### config.mk
export PLATFORM = sky130hd
export DESIGN_NAME = chan_adacq_top
export DESIGN_NICKNAME = d
export VERILOG_FILES = /design/src/adacq_pkg.sv /design/src/chan_adacq_top.sv /design/src/adc_spi_rd.sv /design/src/chan_acq_ctrl.sv /design/src/acq_timebase.sv
export SDC_FILE = /design/constraint.sdc
export NUM_CORES = 1
export LEC_CHECK = 0
export BUFFER_PORTS_ARGS = -buffer_cell sky130_fd_sc_hd__buf_4
export CORE_MARGIN = 5
export CORE_UTILIZATION = 35
export DETAILED_ROUTE_END_ITERATION = 6
export MAX_ROUTING_LAYER = met4
export PLACE_DENSITY = 0.65
export SYNTH_ARGS = -nofsm -noshare
export SYNTH_HDL_FRONTEND = slang
export SYNTH_SLANG_ARGS = --single-unit
export TNS_END_PERCENT = 10
### constraint.sdc
create_clock -name clk_sys -period 1.85 [get_ports clk_sys]
set_input_delay 0.555 -clock clk_sys [delete_from_list [all_inputs] [get_ports clk_sys]]
set_output_delay 0.555 -clock clk_sys [all_outputs]
set_load 0.05 [all_outputs]
### src/adacq_pkg.sv
`default_nettype none

package adacq_pkg;

    // ------------------------------------------------------------
    // timebase constants
    // ------------------------------------------------------------
    // clk_sys cycles per tick, minus one
    localparam int unsigned TICK_DIV          = 4;
    // ticks between acquisition triggers
    localparam int unsigned ACQ_PERIOD_TICKS  = 8;
    // ticks between diagnostic requests
    localparam int unsigned DIAG_PERIOD_TICKS = 60;

    // settling delays in clk_sys cycles
    localparam int unsigned RD_AD_DLY         = 6;
    localparam int unsigned RD_SW_DLY         = 30;

    // adc word and serial clock
    localparam int unsigned ADC_W             = 16;
    // clk_sys cycles per sclk half period
    localparam int unsigned SPI_HALF          = 2;

    // ------------------------------------------------------------
    // derived counter widths
    // ------------------------------------------------------------
    localparam int unsigned TICK_W     = $clog2(TICK_DIV + 1);
    localparam int unsigned ACQ_CNT_W  = $clog2(ACQ_PERIOD_TICKS);
    localparam int unsigned DIAG_CNT_W = $clog2(DIAG_PERIOD_TICKS);
    // sized for the longer of the two delays
    localparam int unsigned DLY_W      = $clog2(RD_SW_DLY + 1);
    localparam int unsigned BIT_CNT_W  = $clog2(ADC_W);
    localparam int unsigned SPI_HC_W   = $clog2(SPI_HALF + 1);

    // ------------------------------------------------------------
    // types
    // ------------------------------------------------------------
    // one-hot acquisition controller states
    typedef enum logic [6:0] {
        IDLE     = 7'b000_0001,
        ACQ_WAIT = 7'b000_0010,
        CH_SW    = 7'b000_0100,
        DLY_RD   = 7'b000_1000,
        AD_RDY   = 7'b001_0000,
        RD_ADC   = 7'b010_0000,
        AD_DONE  = 7'b100_0000
    } acq_state_e;

    // timebase strobes, both single cycle
    typedef struct packed {
        logic acq_trig;
        logic diag_due;
    } tick_bus_t;

    // spi reader result, data qualified by dval
    typedef struct packed {
        logic             busy;
        logic             dval;
        logic [ADC_W-1:0] data;
    } adc_rd_t;

endpackage

`default_nettype wire
### src/chan_adacq_top.sv
`timescale 1ns/1ps
`default_nettype none

module chan_adacq_top import adacq_pkg::*; (
    input  logic             clk_sys,
    input  logic             rst_sys_n,
    input  logic             pw_on_en,
    input  logic             cal_model_en,
    input  logic             cfg_chn_enable,
    input  logic             spi_sdo,
    output logic             spi_cs_n,
    output logic             spi_sclk,
    output logic             ch_ad_diag,
    output logic             acq_dgdad_en,
    output logic [ADC_W-1:0] ch_ad_value,
    output logic             value_upd,
    output logic             ad_acq_cpl
);

    // ------------------------------------------------------------
    // internal links
    // ------------------------------------------------------------
    tick_bus_t ticks;
    adc_rd_t   adc;
    logic      rd_en;

    // trigger and diag period generation
    acq_timebase u_acq_timebase (
        .clk_sys   (clk_sys),
        .rst_sys_n (rst_sys_n),
        .pw_on_en  (pw_on_en),
        .ticks     (ticks)
    );

    // sequencing, mux select and result
    chan_acq_ctrl u_chan_acq_ctrl (
        .clk_sys        (clk_sys),
        .rst_sys_n      (rst_sys_n),
        .pw_on_en       (pw_on_en),
        .cal_model_en   (cal_model_en),
        .cfg_chn_enable (cfg_chn_enable),
        .ticks          (ticks),
        .adc            (adc),
        .rd_en          (rd_en),
        .ch_ad_diag     (ch_ad_diag),
        .acq_dgdad_en   (acq_dgdad_en),
        .ch_ad_value    (ch_ad_value),
        .value_upd      (value_upd),
        .ad_acq_cpl     (ad_acq_cpl)
    );

    // serial interface to the converter
    adc_spi_rd u_adc_spi_rd (
        .clk_sys   (clk_sys),
        .rst_sys_n (rst_sys_n),
        .rd_en     (rd_en),
        .spi_sdo   (spi_sdo),
        .spi_cs_n  (spi_cs_n),
        .spi_sclk  (spi_sclk),
        .adc       (adc)
    );

endmodule

`default_nettype wire

### src/adc_spi_rd.sv
`timescale 1ns/1ps
`default_nettype none

module adc_spi_rd import adacq_pkg::*; (
    input  logic    clk_sys,
    input  logic    rst_sys_n,
    input  logic    rd_en,
    input  logic    spi_sdo,
    output logic    spi_cs_n,
    output logic    spi_sclk,
    output adc_rd_t adc
);

    // frame phases, guard cycles around the sclk burst
    typedef enum logic [1:0] {
        SPI_IDLE,
        SPI_LEAD,
        SPI_SHIFT,
        SPI_TRAIL
    } spi_state_e;

    spi_state_e           state_q;
    logic [SPI_HC_W-1:0]  half_cnt;
    logic [BIT_CNT_W-1:0] bit_cnt;
    logic [ADC_W-1:0]     shift_q;
    logic [ADC_W-1:0]     data_q;
    logic                 busy_q;
    logic                 dval_q;
    logic                 half_end;
    logic                 last_bit;

    assign half_end = (half_cnt == SPI_HC_W'(SPI_HALF - 1));
    assign last_bit = (bit_cnt == BIT_CNT_W'(ADC_W - 1));

    // ------------------------------------------------------------
    // frame control
    // ------------------------------------------------------------
    always_ff @(posedge clk_sys or negedge rst_sys_n) begin
        if (!rst_sys_n) begin
            state_q  <= SPI_IDLE;
            half_cnt <= '0;
            bit_cnt  <= '0;
            spi_cs_n <= 1'b1;
            spi_sclk <= 1'b0;
            busy_q   <= 1'b0;
            dval_q   <= 1'b0;
        end else begin
            dval_q <= 1'b0;
            case (state_q)
                // requests while busy never reach here
                SPI_IDLE: begin
                    if (rd_en) begin
                        state_q  <= SPI_LEAD;
                        spi_cs_n <= 1'b0;
                        busy_q   <= 1'b1;
                    end
                end
                // cs setup before the first edge
                SPI_LEAD: begin
                    state_q  <= SPI_SHIFT;
                    half_cnt <= '0;
                    bit_cnt  <= '0;
                end
                SPI_SHIFT: begin
                    if (half_end) begin
                        half_cnt <= '0;
                        spi_sclk <= ~spi_sclk;
                        // falling edge closes a bit
                        if (spi_sclk) begin
                            if (last_bit) begin
                                state_q <= SPI_TRAIL;
                            end else begin
                                bit_cnt <= bit_cnt + 1'b1;
                            end
                        end
                    end else begin
                        half_cnt <= half_cnt + 1'b1;
                    end
                end
                // cs hold, then release with the result
                SPI_TRAIL: begin
                    state_q  <= SPI_IDLE;
                    spi_cs_n <= 1'b1;
                    busy_q   <= 1'b0;
                    dval_q   <= 1'b1;
                end
                default: begin
                    state_q <= SPI_IDLE;
                end
            endcase
        end
    end

    // ------------------------------------------------------------
    // shift register
    // ------------------------------------------------------------
    // msb first, sampled as sclk rises
    always_ff @(posedge clk_sys) begin
        if (state_q == SPI_SHIFT && half_end && !spi_sclk) begin
            shift_q <= {shift_q[ADC_W-2:0], spi_sdo};
        end
        if (state_q == SPI_TRAIL) begin
            data_q <= shift_q;
        end
    end

    assign adc = '{busy: busy_q, dval: dval_q, data: data_q};

endmodule

`default_nettype wire

### src/chan_acq_ctrl.sv
`timescale 1ns/1ps
`default_nettype none

module chan_acq_ctrl import adacq_pkg::*; (
    input  logic             clk_sys,
    input  logic             rst_sys_n,
    input  logic             pw_on_en,
    input  logic             cal_model_en,
    input  logic             cfg_chn_enable,
    input  tick_bus_t        ticks,
    input  adc_rd_t          adc,
    output logic             rd_en,
    output logic             ch_ad_diag,
    output logic             acq_dgdad_en,
    output logic [ADC_W-1:0] ch_ad_value,
    output logic             value_upd,
    output logic             ad_acq_cpl
);

    acq_state_e       state_q;
    acq_state_e       state_d;
    logic [DLY_W-1:0] dly_cnt;
    logic             dly_done;
    // pending diagnostic request
    logic             diag_req;
    // current or previous conversion was on the diag path
    logic             sw_flag;
    logic             acq_go;
    logic             conv_ok;

    // downstream diag logic gets a straight copy
    assign acq_dgdad_en = ch_ad_diag;

    // ------------------------------------------------------------
    // state machine
    // ------------------------------------------------------------
    // trigger only counts when the reader is free
    assign acq_go = ticks.acq_trig && !adc.busy && (cfg_chn_enable || cal_model_en);

    // long settle after any mux change
    assign dly_done = sw_flag ? (dly_cnt == DLY_W'(RD_SW_DLY))
                              : (dly_cnt == DLY_W'(RD_AD_DLY));

    always_ff @(posedge clk_sys or negedge rst_sys_n) begin
        if (!rst_sys_n) begin
            state_q <= IDLE;
        end else begin
            state_q <= state_d;
        end
    end

    always_comb begin
        state_d = state_q;
        case (state_q)
            IDLE: begin
                if (pw_on_en) begin
                    state_d = ACQ_WAIT;
                end
            end
            ACQ_WAIT: begin
                if (acq_go) begin
                    state_d = CH_SW;
                end
            end
            // single cycle, mux already settled by AD_DONE
            CH_SW: begin
                state_d = DLY_RD;
            end
            DLY_RD: begin
                if (dly_done) begin
                    state_d = AD_RDY;
                end
            end
            AD_RDY: begin
                state_d = RD_ADC;
            end
            // wait for end of spi frame
            RD_ADC: begin
                if (adc.dval) begin
                    state_d = AD_DONE;
                end
            end
            AD_DONE: begin
                state_d = ACQ_WAIT;
            end
            default: begin
                state_d = IDLE;
            end
        endcase
    end

    // settling counter, cleared outside DLY_RD
    always_ff @(posedge clk_sys or negedge rst_sys_n) begin
        if (!rst_sys_n) begin
            dly_cnt <= '0;
        end else if (state_q == DLY_RD) begin
            dly_cnt <= dly_cnt + 1'b1;
        end else begin
            dly_cnt <= '0;
        end
    end

    // ------------------------------------------------------------
    // diagnostic mux control
    // ------------------------------------------------------------
    // new request wins over the clear at AD_DONE
    always_ff @(posedge clk_sys or negedge rst_sys_n) begin
        if (!rst_sys_n) begin
            diag_req <= 1'b0;
        end else if (ticks.diag_due) begin
            diag_req <= 1'b1;
        end else if (state_q == AD_DONE) begin
            diag_req <= 1'b0;
        end
    end

    // mux select and switch flag only move between conversions
    // calibration pins the mux on the channel
    always_ff @(posedge clk_sys or negedge rst_sys_n) begin
        if (!rst_sys_n) begin
            ch_ad_diag <= 1'b0;
            sw_flag    <= 1'b0;
        end else if (cal_model_en) begin
            ch_ad_diag <= 1'b0;
            sw_flag    <= 1'b0;
        end else if (state_q == AD_DONE) begin
            ch_ad_diag <= diag_req;
            // covers the diag read and the switch back
            sw_flag    <= diag_req || ch_ad_diag;
        end
    end

    // ------------------------------------------------------------
    // read request and result
    // ------------------------------------------------------------
    // one cycle after AD_RDY
    always_ff @(posedge clk_sys or negedge rst_sys_n) begin
        if (!rst_sys_n) begin
            rd_en <= 1'b0;
        end else begin
            rd_en <= (state_q == AD_RDY);
        end
    end

    // only clean channel conversions reach the output
    assign conv_ok = (state_q == RD_ADC) && adc.dval && !sw_flag;

    // negative codes clip to zero, sign bit dropped otherwise
    always_ff @(posedge clk_sys or negedge rst_sys_n) begin
        if (!rst_sys_n) begin
            ch_ad_value <= '0;
            value_upd   <= 1'b0;
        end else begin
            value_upd <= conv_ok;
            if (conv_ok) begin
                ch_ad_value <= adc.data[ADC_W-1] ? {1'b0, adc.data[ADC_W-2:0]} : '0;
            end
        end
    end

    // sticky after the first finished conversion
    always_ff @(posedge clk_sys or negedge rst_sys_n) begin
        if (!rst_sys_n) begin
            ad_acq_cpl <= 1'b0;
        end else if (state_q == AD_DONE) begin
            ad_acq_cpl <= 1'b1;
        end
    end

endmodule

`default_nettype wire

### src/acq_timebase.sv
`timescale 1ns/1ps
`default_nettype none

module acq_timebase import adacq_pkg::*; (
    input  logic      clk_sys,
    input  logic      rst_sys_n,
    input  logic      pw_on_en,
    output tick_bus_t ticks
);

    logic [TICK_W-1:0]     tick_cnt;
    logic [ACQ_CNT_W-1:0]  acq_cnt;
    logic [DIAG_CNT_W-1:0] diag_cnt;
    logic                  tick_wrap;
    logic                  acq_wrap;
    logic                  diag_wrap;

    // ------------------------------------------------------------
    // tick divider
    // ------------------------------------------------------------
    assign tick_wrap = (tick_cnt == TICK_W'(TICK_DIV));

    // free running, independent of power-on
    always_ff @(posedge clk_sys or negedge rst_sys_n) begin
        if (!rst_sys_n) begin
            tick_cnt <= '0;
        end else if (tick_wrap) begin
            tick_cnt <= '0;
        end else begin
            tick_cnt <= tick_cnt + 1'b1;
        end
    end

    // ------------------------------------------------------------
    // period counters
    // ------------------------------------------------------------
    // wrap on the last tick of each period
    assign acq_wrap  = pw_on_en && tick_wrap &&
                       (acq_cnt == ACQ_CNT_W'(ACQ_PERIOD_TICKS - 1));
    assign diag_wrap = pw_on_en && tick_wrap &&
                       (diag_cnt == DIAG_CNT_W'(DIAG_PERIOD_TICKS - 1));

    // acquisition period, held at zero while powered down
    always_ff @(posedge clk_sys or negedge rst_sys_n) begin
        if (!rst_sys_n) begin
            acq_cnt <= '0;
        end else if (!pw_on_en) begin
            acq_cnt <= '0;
        end else if (tick_wrap) begin
            acq_cnt <= acq_wrap ? '0 : acq_cnt + 1'b1;
        end
    end

    // diagnostic period, same gating
    always_ff @(posedge clk_sys or negedge rst_sys_n) begin
        if (!rst_sys_n) begin
            diag_cnt <= '0;
        end else if (!pw_on_en) begin
            diag_cnt <= '0;
        end else if (tick_wrap) begin
            diag_cnt <= diag_wrap ? '0 : diag_cnt + 1'b1;
        end
    end

    // ------------------------------------------------------------
    // registered strobes
    // ------------------------------------------------------------
    // one cycle behind the wrap condition
    always_ff @(posedge clk_sys or negedge rst_sys_n) begin
        if (!rst_sys_n) begin
            ticks <= '0;
        end else begin
            ticks.acq_trig <= acq_wrap;
            ticks.diag_due <= diag_wrap;
        end
    end

endmodule

`default_nettype wire

Yosys cells after proc, flatten, opt, wreduce, memory -nomap -nowiden:

Cells that the tools add are included.

* add/sub/neg operators: 6
* eq/ne operators: 27
* multiplexer cells: 37
* bitwise logic cells: 1
* reduce and logical (&&, ||, !) cells: 24

Operators by type and width (count)
* 7-bit one-hot mux with 7 select lines: 1
* 7-bit two-way mux: 4
* 6-bit two-way mux: 3
* 15-bit two-way mux: 1
* 2-bit by 1-bit inequality test with 1-bit output (second input constant): 7
* 3-bit two-way mux: 4
* 4-bit two-way mux: 3
* 4-bit AND reduction: 3
* 1-bit two-way mux: 10
* 2-bit two-way mux: 5
* 1-bit logical AND: 9
* 2-bit one-hot mux with 4 select lines: 1
* 4-bit one-hot mux with 2 select lines: 1
* 2-bit nonzero test: 4
* 7-bit by 1-bit equality test with 1-bit output (second input constant): 1
* 7-bit by 2-bit equality test with 1-bit output (second input constant): 1
* 7-bit by 3-bit equality test with 1-bit output (second input constant): 1
* 7-bit by 4-bit equality test with 1-bit output (second input constant): 1
* 7-bit by 5-bit equality test with 1-bit output (second input constant): 1
* 7-bit by 6-bit equality test with 1-bit output (second input constant): 1
* 7-bit equality test (second input constant): 1
* 3-bit by 1-bit adder with 3-bit output (second input constant): 2
* 6-bit by 1-bit adder with 6-bit output (second input constant): 1
* 3-bit equality test (second input constant): 2
* 18 further kinds: 27

* flip-flop bits (word level): 92
* bits of input ports: 6
* output and inout port bits: 22
* logic and storage cells: 118

Longest topological paths before layout:

Gate-level depths: netlist of run 1.

* word-level depth: 6
* depth in mapped cells: 7
* gate-level depth less buffers: 6

By module:

From an unflattened synthesis of run 1, not the netlist that was laid out.

* cell total of the unflattened synthesis: 323
* area total of the unflattened synthesis: 3887.5 um^2

Modules (own cells, without submodules)
* adc_spi_rd: instances 1, cells each 100, area each 1655.3 um^2, seq. area each 1262.5 um^2
* chan_acq_ctrl: instances 1, cells each 155, area each 1557.7 um^2, seq. area each 827.0 um^2
* acq_timebase: instances 1, cells each 68, area each 674.4 um^2, seq. area each 350.3 um^2

Worst setup path after synthesis of run 1:

OpenSTA, ideal clock, no wires.

* path kind: flip-flop to flip-flop
* start: register u_adc_spi_rd.state_q[0]
* end: register u_adc_spi_rd.shift_q[0], enable pin
* library setup time: 0.388 ns
* arrival: 1.556 ns
* required time: 1.462 ns
* setup slack: -0.094 ns
* stages on the path, launching flop included: 5
* buffers on the path: 0
* clock period less this slack: 1.944 ns
* cells stage by stage: dfrtp_1 -> inv_1 -> ha_1 -> nand3b_1 -> nor2_1

* word-level cells in the longest chain between the ends: 3

RTL lines
* start: declaration: line adc_spi_rd.sv:22 `spi_state_e state_q;`
* start signal: assignment: line adc_spi_rd.sv:40 `state_q <= SPI_IDLE;`
* start signal: assignment: line adc_spi_rd.sv:53 `state_q <= SPI_LEAD;`
* start signal: assignment: line adc_spi_rd.sv:60 `state_q <= SPI_SHIFT;`
* 2-bit equality test: line adc_spi_rd.sv:99 `if (state_q == SPI_SHIFT && half_end && !spi_sclk) begin`
* 1-bit logical AND (2 in a row): line adc_spi_rd.sv:99
* end signal: assignment: line adc_spi_rd.sv:100 `shift_q <= {shift_q[ADC_W-2:0], spi_sdo};`
* end: declaration: line adc_spi_rd.sv:25 `logic [ADC_W-1:0] shift_q;`

Every way passes these cells.
A chain may end at the register's enable or synchronous reset.

Worst setup path after layout of run 1:

* start: register u_adc_spi_rd.state_q[0]
* end: register u_adc_spi_rd.state_q[1]

* word-level cells in the longest chain between the ends: 3
* elaborated cells on any way between the ends: 10
* classes of those cells: eq/ne (7); mux (1); reduce/logical (2)

RTL lines
* 2-bit equality test or 2-bit logical NOT (tied branches): line adc_spi_rd.sv:49 `case (state_q)`
* 2-bit by 1-bit inequality test with 1-bit output (no source line) or 2-bit inequality test (tied branches)
* 4-bit AND reduction (no source line)

Parallel ways exist; a longest one is shown, timed or not.

==> run metrics, run 1 <==
area grow syn2layout=17.7%; post-route setup TNS=0 ns; Boundary Pins=28; number of global-route vias before repair=2159; Max FO, Critical Path=4; cell with the most instances after synthesis=dfrtp_1; final non-filler cell total=478; async set or reset register ratio after synthesis=64.8%; WL final=5.90 mm; critical path class=reg2reg; CTS tree=yes; met2 routed WL=2.86 mm; Worst path most repeated cell=inv_1; CP required=2.09 ns; Max Root-Sink Buffers=2; Synth Area per Inst=12.2 µm²; post-route cell area=4330 µm²; Skew-Pair Late Insertion Delay=0.35 ns; clock slew at reported path FFs=0.09 ns; PostCTS Resize Cnt=0; initial antenna violation count=0; clock skew=0.0106 ns; pin count of the biggest net entering global routing=35; PortBufs=26; Die ar.=12700 µm²; final worst-path cycle share=91.6%; Root Driver=clkbuf_8; routed vias/inst=4.69; CP max stage delay=0.43 ns; share of cells above drive strength 1=16.7%; Hold/Removal Path Class=in2async; crit path DAT=1.93 ns; die height=113 µm; die width=113 µm; first-pass GRT wire length=10.2 mm; hold buffer count at CTS=0; setup slack after layout=0.156 ns; Top FF cell, synth=dfrtp_1; Routability Congestion=0.754; Setup WS pre-CTS=0.130 ns; crit path launch type=flip-flop; RSZ-0062 raised after global routing=no; Ant. Diodes=0; Met1 Routed Length=2.81 mm; DR vias=2243; yosys warns=0; area leader, netlist=dfrtp_1; slowest CP cell=dfrtp_1; Top Metal Used=met4; fmax=590 MHz; Post-Syn Nets=320; Residual DRC=0; power density over the cells=910 nW/µm²; Sink Count=91; hold_ws=0.0931 ns; largest cells by area after synthesis=dfrtp_1, edfxtp_1, nand2_1; Final #Nets=356; Final Max Slew Viols=0; Final Setup Violations=0; Synth top cells by count=dfrtp_1, nand2_1, edfxtp_1, nor2_1, o21ai_1; WL met3=177 µm; status=finished, final reports clean; Critical Path Sink Type=flip-flop; sequential element share of the synthesized area=66.3%; CP Cell Sequence=inv_1 -> ha_1 -> inv_1 -> and2_1 -> a41oi_1 -> mux2_2; Syn Std Cell Area=3680 µm²; Buffers & Inverters on Critical Path=2; Final Hold Viols=0; 1st-iter DRT viols=113; setup bufs post-CTS=0; wire length per cell=12.4 µm; Peak VDD IR=0.000403 V; Pre-antenna DRT Iters=4; GRT overflow=0; placed instance area=4070 µm²; Cells after Synth=301; Leakage Power=1.86 nW; antenna-violating nets left=0; min Tclk post-route=1.69 ns; Post-synth EDFFs=32; Yosys top cell area share=38.8%; Netlist cell types=45; std cell rows=37; Core Box Area=10300 µm²; max_cap viols=0; placed cells=460; GR Util All Layers=10.2%; flops & latches, synth=91; H-Tree Depth=3; Post-DP HPWL=4.07 mm; delay-heaviest family, CP=flip-flops; number of CTS-inserted buffers=9; Initial Util=35.8%
## flip-flops by register name (all words and copies together), names as in the netlist, 4 cells and up
| name | flops |
|---|---|
| u_adc_spi_rd.bit_cnt | 4 |
| u_chan_acq_ctrl.ch_ad_value | 15 |
| u_acq_timebase.diag_cnt | 6 |
| u_adc_spi_rd.shift_q | 16 |
| u_chan_acq_ctrl.state_q | 7 |
| u_chan_acq_ctrl.dly_cnt | 5 |
| u_adc_spi_rd.data_q | 16 |
## worst paths after layout
check	from	end	slack (ns)	depth (start not counted)
max	u_adc_spi_rd.state_q[0]$_DFFE_PN0P_	u_adc_spi_rd.state_q[1]$_DFFE_PN0P_	0.16	6
min	rst_sys_n	u_chan_acq_ctrl.ch_ad_value[2]$_DFFE_PN0P_	0.09	1
max reg2reg	u_adc_spi_rd.state_q[0]$_DFFE_PN0P_	u_adc_spi_rd.state_q[1]$_DFFE_PN0P_	0.16	6
min reg2reg	u_acq_timebase.ticks[0]$_DFF_PN0_	u_chan_acq_ctrl.diag_req$_DFFE_PN0P_	0.44	1
max in group asynchronous	rst_sys_n	u_adc_spi_rd.spi_cs_n$_DFFE_PN1P_	1.18	2
min in group clk_sys	cal_model_en	u_chan_acq_ctrl.acq_dgdad_en$_DFFE_PN0P_	0.37	2
## report_power, final
part           total [W]  internal, W  switching (W)
Sequential       0.00214      0.00210      0.0000392
Clock            0.00161     0.000895       0.000717
Combinational   0.000183    0.0000787       0.000104
## per-stage QoR
stage	util, %	power, W
4_1_cts	42.0	0.00397
3_5_place_dp	39.6	0.00237
3_3_place_gp	39.6	0.00237
2_1_floorplan	-	0.00230
6_report	42.1	0.00394
5_1_grt	42.1	0.00410
## logic make-up after synthesis
kind of cell	synth area share [%]
buffers and inverters	2.18
DFF	66.3
xor gates and xnor gates	1.19
and+or+nand+nor	16.4
other	0.102
adders and majority gates	4.42
muxes	1.39
AOI/OAI and AO/OA	8.03
## area by class of cell
class | count | area (µm²)
Clock inverter | 5 | 86.3
Inverter | 10 | 37.5
Multi-Input combinational cell | 192 | 1160
Tap cell | 136 | 170
Clock buffer | 11 | 163
Sequential cell | 91 | 2440
Timing Repair Buffer | 33 | 273
Fill cell | 962 | 5950
## cell usage in the layout, fill, tap and decap left out, types with 4 or more instances in the layout
cell and n:
dfrtp_1 57, nor2b_1 5, nor2_1 19, o21ai_0 7
a21oi_1 5, ha_1 13, nand2_1 49, nand2b_1 4
edfxtp_1 32, and3_1 5, nor3_1 7, nand3_1 6
a21boi_0 6, buf_4 31, clkbuf_8 10, inv_1 10
and2_1 4, mux2i_1 4, nand3b_1 4, nand4_1 4
o21ai_1 15
## layer usage
| metal | GRT usage, % | vias up |
|---|---|---|
| met4 | 4.81 | 0 |
| met3 | 2.26 | 4 |
| met5 | - | - |
| met1 | 12.8 | 1093 |
| met2 | 15.6 | 24 |
| li1 | - | 1122 |
(Power assumes the default switching activity.)
==> inputs of run 2 (changes only) <==
--- a/config.mk
+++ b/config.mk
@@ -10,7 +10,7 @@
 export CORE_UTILIZATION = 35
 export DETAILED_ROUTE_END_ITERATION = 6
 export MAX_ROUTING_LAYER = met4
-export PLACE_DENSITY = 0.65
+export PLACE_DENSITY = 0.63
 export SYNTH_ARGS = -nofsm -noshare
 export SYNTH_HDL_FRONTEND = slang
 export SYNTH_SLANG_ARGS = --single-unit
==> constraint.sdc (replaced) <==
create_clock -name clk_sys -period 1.9 [get_ports clk_sys]
set_input_delay 0.57 -clock clk_sys [delete_from_list [all_inputs] [get_ports clk_sys]]
set_output_delay 0.57 -clock clk_sys [all_outputs]
set_load 0.005 [all_outputs]
==> run 2 against run 1 <==
  * Flip-flop and latch count did not move
  * Cell area fell by 2.1%
  * Clock-buffer cell count fell by 1
  * Combinational power rose by 3%
  * Non-clock buffer count fell by 1
  * Largest cell class unchanged
  * Fmax fell by 1.8%
==> run metrics, run 2 (synthesis gave the netlist of run 1 again) <==
status=finished, final reports clean; CP Cell Sequence=inv_1 -> ha_1 -> nand2b_1 -> and2_1 -> a41oi_1 -> mux2_2; Final Setup Violations=0; RSZ-0062 raised after global routing=no; Leakage Power=1.81 nW; power density over the cells=816 nW/µm²; Boundary Pins=28; Max FO, Critical Path=5; setup bufs post-CTS=0; Residual DRC=0; initial antenna violation count=0; first-pass GRT wire length=10.2 mm; routed vias/inst=4.75; crit path DAT=1.97 ns; Final Max Slew Viols=0; Largest regs=u_adc_spi_rd.data_q: 16 flops, u_adc_spi_rd.shift_q: 16 flops, u_chan_acq_ctrl.ch_ad_value: 15 flops; std cell rows=37; area grow syn2layout=15.2%; R2R cell count=6; Critical Path Sink Type=flip-flop; slowest CP cell=dfrtp_1; Pre-antenna DRT Iters=4; Final #Nets=355; Routability Congestion=0.795; Post-DP HPWL=4.12 mm; GRT overflow=0; critical path class=reg2reg; Sink Count=91; delay-heaviest family, CP=flip-flops; CP max stage delay=0.42 ns; WL final=5.99 mm; fmax=580 MHz; hold buffer count at CTS=0; Buffers & Inverters on Critical Path=1; most frequent cells in the layout=dfrtp_1, nand2_1, edfxtp_1, buf_4, nor2_1; clock slew at reported path FFs=0.10 ns; PostCTS Resize Cnt=0; PortBufs=26; H-Tree Depth=3; crit path launch type=flip-flop; Hold/Removal Path Class=in2async; number of CTS-inserted buffers=9; Die ar.=12700 µm²; die height=113 µm; Skew-Pair Late Insertion Delay=0.36 ns; Peak VDD IR=0.000320 V; Core Box Area=10300 µm²; Root Driver=clkbuf_8; CP required=2.14 ns; wire length per cell=12.5 µm; Max Root-Sink Buffers=2; antenna-violating nets left=0; CTS tree=yes; 1st-iter DRT viols=131; DR vias=2265; Ant. Diodes=0; critical path depth in cells=6; final worst-path cycle share=90.7%; Final Hold Viols=0; number of global-route vias before repair=2174; die width=113 µm; most common cell after layout, fill and taps aside=dfrtp_1; clock skew=0.0132 ns; post-route setup TNS=0 ns; final core utilization=41.2%; Initial Util=35.8%; pin count of the biggest net entering global routing=35; max_cap viols=0; share of cells above drive strength 1=16.1%; hold_ws=0.107 ns; min Tclk post-route=1.72 ns; GR Util All Layers=10.2%
[run 2: cell count changes in the layout (fill, tap and decap cells not counted), sizes merged]
cell / change
clkbuf: -1
inv: -1
clkinv: +3
bufinv: -2
buf: -1
clkinvlp: +1
[run 2: area by class of cell]
class	count	area (µm²)
clock buffers	10	128
clock inverters	6	48.8
fillers	973	6040
inverters	10	37.5
multi-input cells	192	1160
flip-flops and latches	91	2440
well taps	136	170
repair buffers	32	253
[run 2: per-stage QoR]
stage / power (W) / instance area (µm²) / setup WS [ns] / std cells
6_report: 0.00346 / 4240 / 0.176 / 477
5_1_grt: 0.00360 / 4240 / 0.0533 / 477
4_1_cts: 0.00351 / 4240 / 0.162 / 477
3_5_place_dp: 0.00232 / 4060 / 0.178 / 461
3_3_place_gp: 0.00232 / 4060 / 0.251 / 461
2_1_floorplan: 0.00224 / 3680 / 0.203 / 301
[run 2: power breakdown]
part           internal (W)  total, W  switching, W
Clock              0.000488   0.00118      0.000691
Sequential          0.00205   0.00209     0.0000407
Combinational     0.0000894  0.000189     0.0000994
Total               0.00263   0.00346      0.000831
[run 2: worst paths after layout]
check | startpoint | slack, ns | endpoint
worst max-delay path | u_adc_spi_rd.state_q[0]$_DFFE_PN0P_ | 0.18 | u_adc_spi_rd.state_q[1]$_DFFE_PN0P_
worst min-delay path | rst_sys_n | 0.11 | u_chan_acq_ctrl.ch_ad_value[4]$_DFFE_PN0P_
worst max register to register | u_adc_spi_rd.state_q[0]$_DFFE_PN0P_ | 0.18 | u_adc_spi_rd.state_q[1]$_DFFE_PN0P_
worst min register to register | u_adc_spi_rd.shift_q[15]$_DFFE_PP_ | 0.43 | u_adc_spi_rd.data_q[15]$_DFFE_PP_
max in group asynchronous | rst_sys_n | 1.22 | u_adc_spi_rd.spi_cs_n$_DFFE_PN1P_
min in group clk_sys | spi_sdo | 0.39 | u_adc_spi_rd.shift_q[0]$_DFFE_PP_
[run 2: metal layers]
layer / track usage (%) / wire length (µm) / vias up
met4: 4.49 / 120 / 0
met3: 3.02 / 260 / 9
met5: - / 0 / -
met2: 15.5 / 2800 / 35
li1: - / - / 1127
met1: 12.7 / 2800 / 1094
==> inputs of run 3 (changes only) <==
--- a/config.mk
+++ b/config.mk
@@ -10,7 +10,7 @@
 export CORE_UTILIZATION = 35
 export DETAILED_ROUTE_END_ITERATION = 6
 export MAX_ROUTING_LAYER = met4
-export PLACE_DENSITY = 0.63
+export PLACE_DENSITY = 0.65
 export SYNTH_ARGS = -nofsm -noshare
 export SYNTH_HDL_FRONTEND = slang
 export SYNTH_SLANG_ARGS = --single-unit
==> constraint.sdc (replaced) <==
create_clock -name clk_sys -period 1.51 [get_ports clk_sys]
set_input_delay 0.453 -clock clk_sys [delete_from_list [all_inputs] [get_ports clk_sys]]
set_output_delay 0.453 -clock clk_sys [all_outputs]
set_load 0.005 [all_outputs]
==> run 3 against run 2 <==
  * Clock-buffer cell count decreased by 1
  * Setup slack worse by 0.18 ns
  * Highest routed layer unchanged
  * Sequential share of layout area shrank 4.4 points
  * Cell count is 4.2% higher
  * Flip-flop and latch count unchanged
  * Routed wire length grew 2.8%
  * Register-to-register slack worse by 0.18 ns
  * First-iteration DRC count is 21% lower
  * Critical endpoint unchanged
  * Largest power group unchanged
  * Utilization grew 3.5 points
  * Non-clock buffer count grew 20
  * Cell area is 8.4% higher
  * Critical path type unchanged
  * The run now ends with setup timing left
  * Clock power up 81%
==> run metrics, run 3 (synthesis gave the netlist of run 1 again) <==
initial antenna violation count=0; power density over the cells=1100 nW/µm²; Core Box Area=10300 µm²; post-route cell area=4590 µm²; critical path class=reg2reg; 1st-iter DRT viols=104; RSZ-0062 raised after global routing=yes; die height=113 µm; Largest regs=u_adc_spi_rd.data_q: 16 flops, u_adc_spi_rd.shift_q: 16 flops, u_chan_acq_ctrl.ch_ad_value: 15 flops; Leakage Power=1.98 nW; Final Max Slew Viols=0; CP Cell Sequence=inv_2 -> ha_4 -> nand2b_4 -> and2_4 -> a41oi_2 -> mux2_4; min Tclk post-route=1.52 ns; die width=113 µm; Routability Congestion=0.816; Final #Nets=375; antenna-violating nets left=0; most frequent cells in the layout=dfrtp_1, nand2_1, buf_4, edfxtp_1, nor2_1; placed cells=477; Final Hold Viols=0; Residual DRC=0; part of the power in registers=51.5%; number of global-route vias before repair=2220; crit path DAT=1.75 ns; Boundary Pins=28; GR Util All Layers=10.5%; H-Tree Depth=3; wire length per cell=12.4 µm; placed instance area=4260 µm²; Hold/Removal Path Class=in2reg; final core utilization=44.7%; Initial Util=35.8%; Pint=0.00402 W; Pre-antenna DRT Iters=4; Die ar.=12700 µm²; Psw=0.00106 W; Final Setup Violations=1; routed vias/inst=4.67; failing checks=setup timing; first-pass GRT wire length=10.5 mm; fmax=659 MHz; final non-filler cell total=497; number of CTS-inserted buffers=9; Post-DP HPWL=4.28 mm; PortBufs=26; Critical Path Sink Type=flip-flop; CTS tree=yes; Max FO, Critical Path=4; CP required=1.74 ns; CP max stage delay=0.45 ns; final worst-path cycle share=101%; share of cells above drive strength 1=24.4%; WL final=6.15 mm; pin count of the biggest net entering global routing=31; status=finished, violations left; area grow syn2layout=24.9%; clock slew at reported path FFs=0.09 ns; GRT overflow=0; crit path launch type=flip-flop; setup slack after layout=-0.00847 ns; combinational share of power=6.2%; clock skew=0.0131 ns; max_cap viols=0; slowest CP cell=dfrtp_2; Ant. Diodes=0; most common cell after layout, fill and taps aside=dfrtp_1; Max Root-Sink Buffers=2; std cell rows=37; Buffers & Inverters on Critical Path=1; Root Driver=clkbuf_8; Sink Count=91; Setup WS pre-CTS=-0.0447 ns; delay-heaviest family, CP=flip-flops; Peak VDD IR=0.000438 V; DR vias=2319; Skew-Pair Late Insertion Delay=0.36 ns; Sw Ratio=20.8%; Clock Power Share=42.3%
run 3: worst paths after layout:
check                                                    start                                          to  slack (ns)  depth (start not counted)
max                        u_adc_spi_rd.state_q[1]$_DFFE_PN0P_         u_adc_spi_rd.state_q[1]$_DFFE_PN0P_      -0.008                          6
max reg2reg                u_adc_spi_rd.state_q[1]$_DFFE_PN0P_         u_adc_spi_rd.state_q[1]$_DFFE_PN0P_      -0.008                          6
max in group asynchronous                            rst_sys_n      u_chan_acq_ctrl.state_q[0]$_DFFE_PN1P_        0.56                          3
min                                               cal_model_en    u_chan_acq_ctrl.acq_dgdad_en$_DFFE_PN0P_        0.26                          2
min reg2reg                  u_acq_timebase.ticks[0]$_DFF_PN0_        u_chan_acq_ctrl.diag_req$_DFFE_PN0P_        0.43                          1
min in group asynchronous                            rst_sys_n  u_chan_acq_ctrl.ch_ad_value[4]$_DFFE_PN0P_        0.46                          2
run 3: what timing repair did:
action / CTS / global route
hold buffers: 1 / 0
pin swaps: 1 / 2
setup endpoints to repair: 4 / 27
gates resized for setup: 4 / 10
setup buffers: 1 / 2
hold endpoints to repair: 9 / 0
gates cloned: 0 / 0
run 3: metal layers:
layer | vias up | part of all wire, % | track usage, %
li1 | 1166 | - | -
met1 | 1121 | 46 | 12.9
met2 | 27 | 49 | 16.4
met3 | 5 | 3.2 | 2.53
met4 | 0 | 1.2 | 4.81
met5 | - | 0 | -
run 3: metrics by stage:
step	hold WS, ns	TNS, ns	power, W
after floorplan	0.157	-0.140	0.00282
after global placement	0.304	-0.0175	0.00296
after detailed placement	0.303	-0.0447	0.00297
after CTS	0.245	0	0.00512
after global routing	0.244	-1.30	0.00528
final	0.263	-0.00847	0.00507
run 3: layout make-up:
class,instances,area (µm²)
clock buffer,9,124
clock inverter,7,146
fill,937,5680
inverter,10,37.5
multi-input combinational,192,1220
sequential,91,2440
tap,136,170
timing repair buffer,52,450
run 3: worst reg2reg max path, delay by kind of cell (launching register included):
family / cells / cell delay [ns]
and+or+nand+nor: 2 / 0.24
DFF: 1 / 0.45
adders and majority gates: 1 / 0.14
AOI/OAI and AO/OA: 1 / 0.18
muxes: 1 / 0.31
buffers and inverters: 1 / 0.09
run 3: power groups by stage:
| stage | sequential [W] | clock, W | combinational, W |
|---|---|---|---|
| 2_1_floorplan | 0.00267 | 0 | 0.000148 |
| 3_3_place_gp | 0.00266 | 0 | 0.000299 |
| 3_5_place_dp | 0.00266 | 0 | 0.000302 |
| 4_1_cts | 0.00261 | 0.00220 | 0.000306 |
| 5_1_grt | 0.00262 | 0.00231 | 0.000353 |
| 6_report | 0.00261 | 0.00214 | 0.000316 |
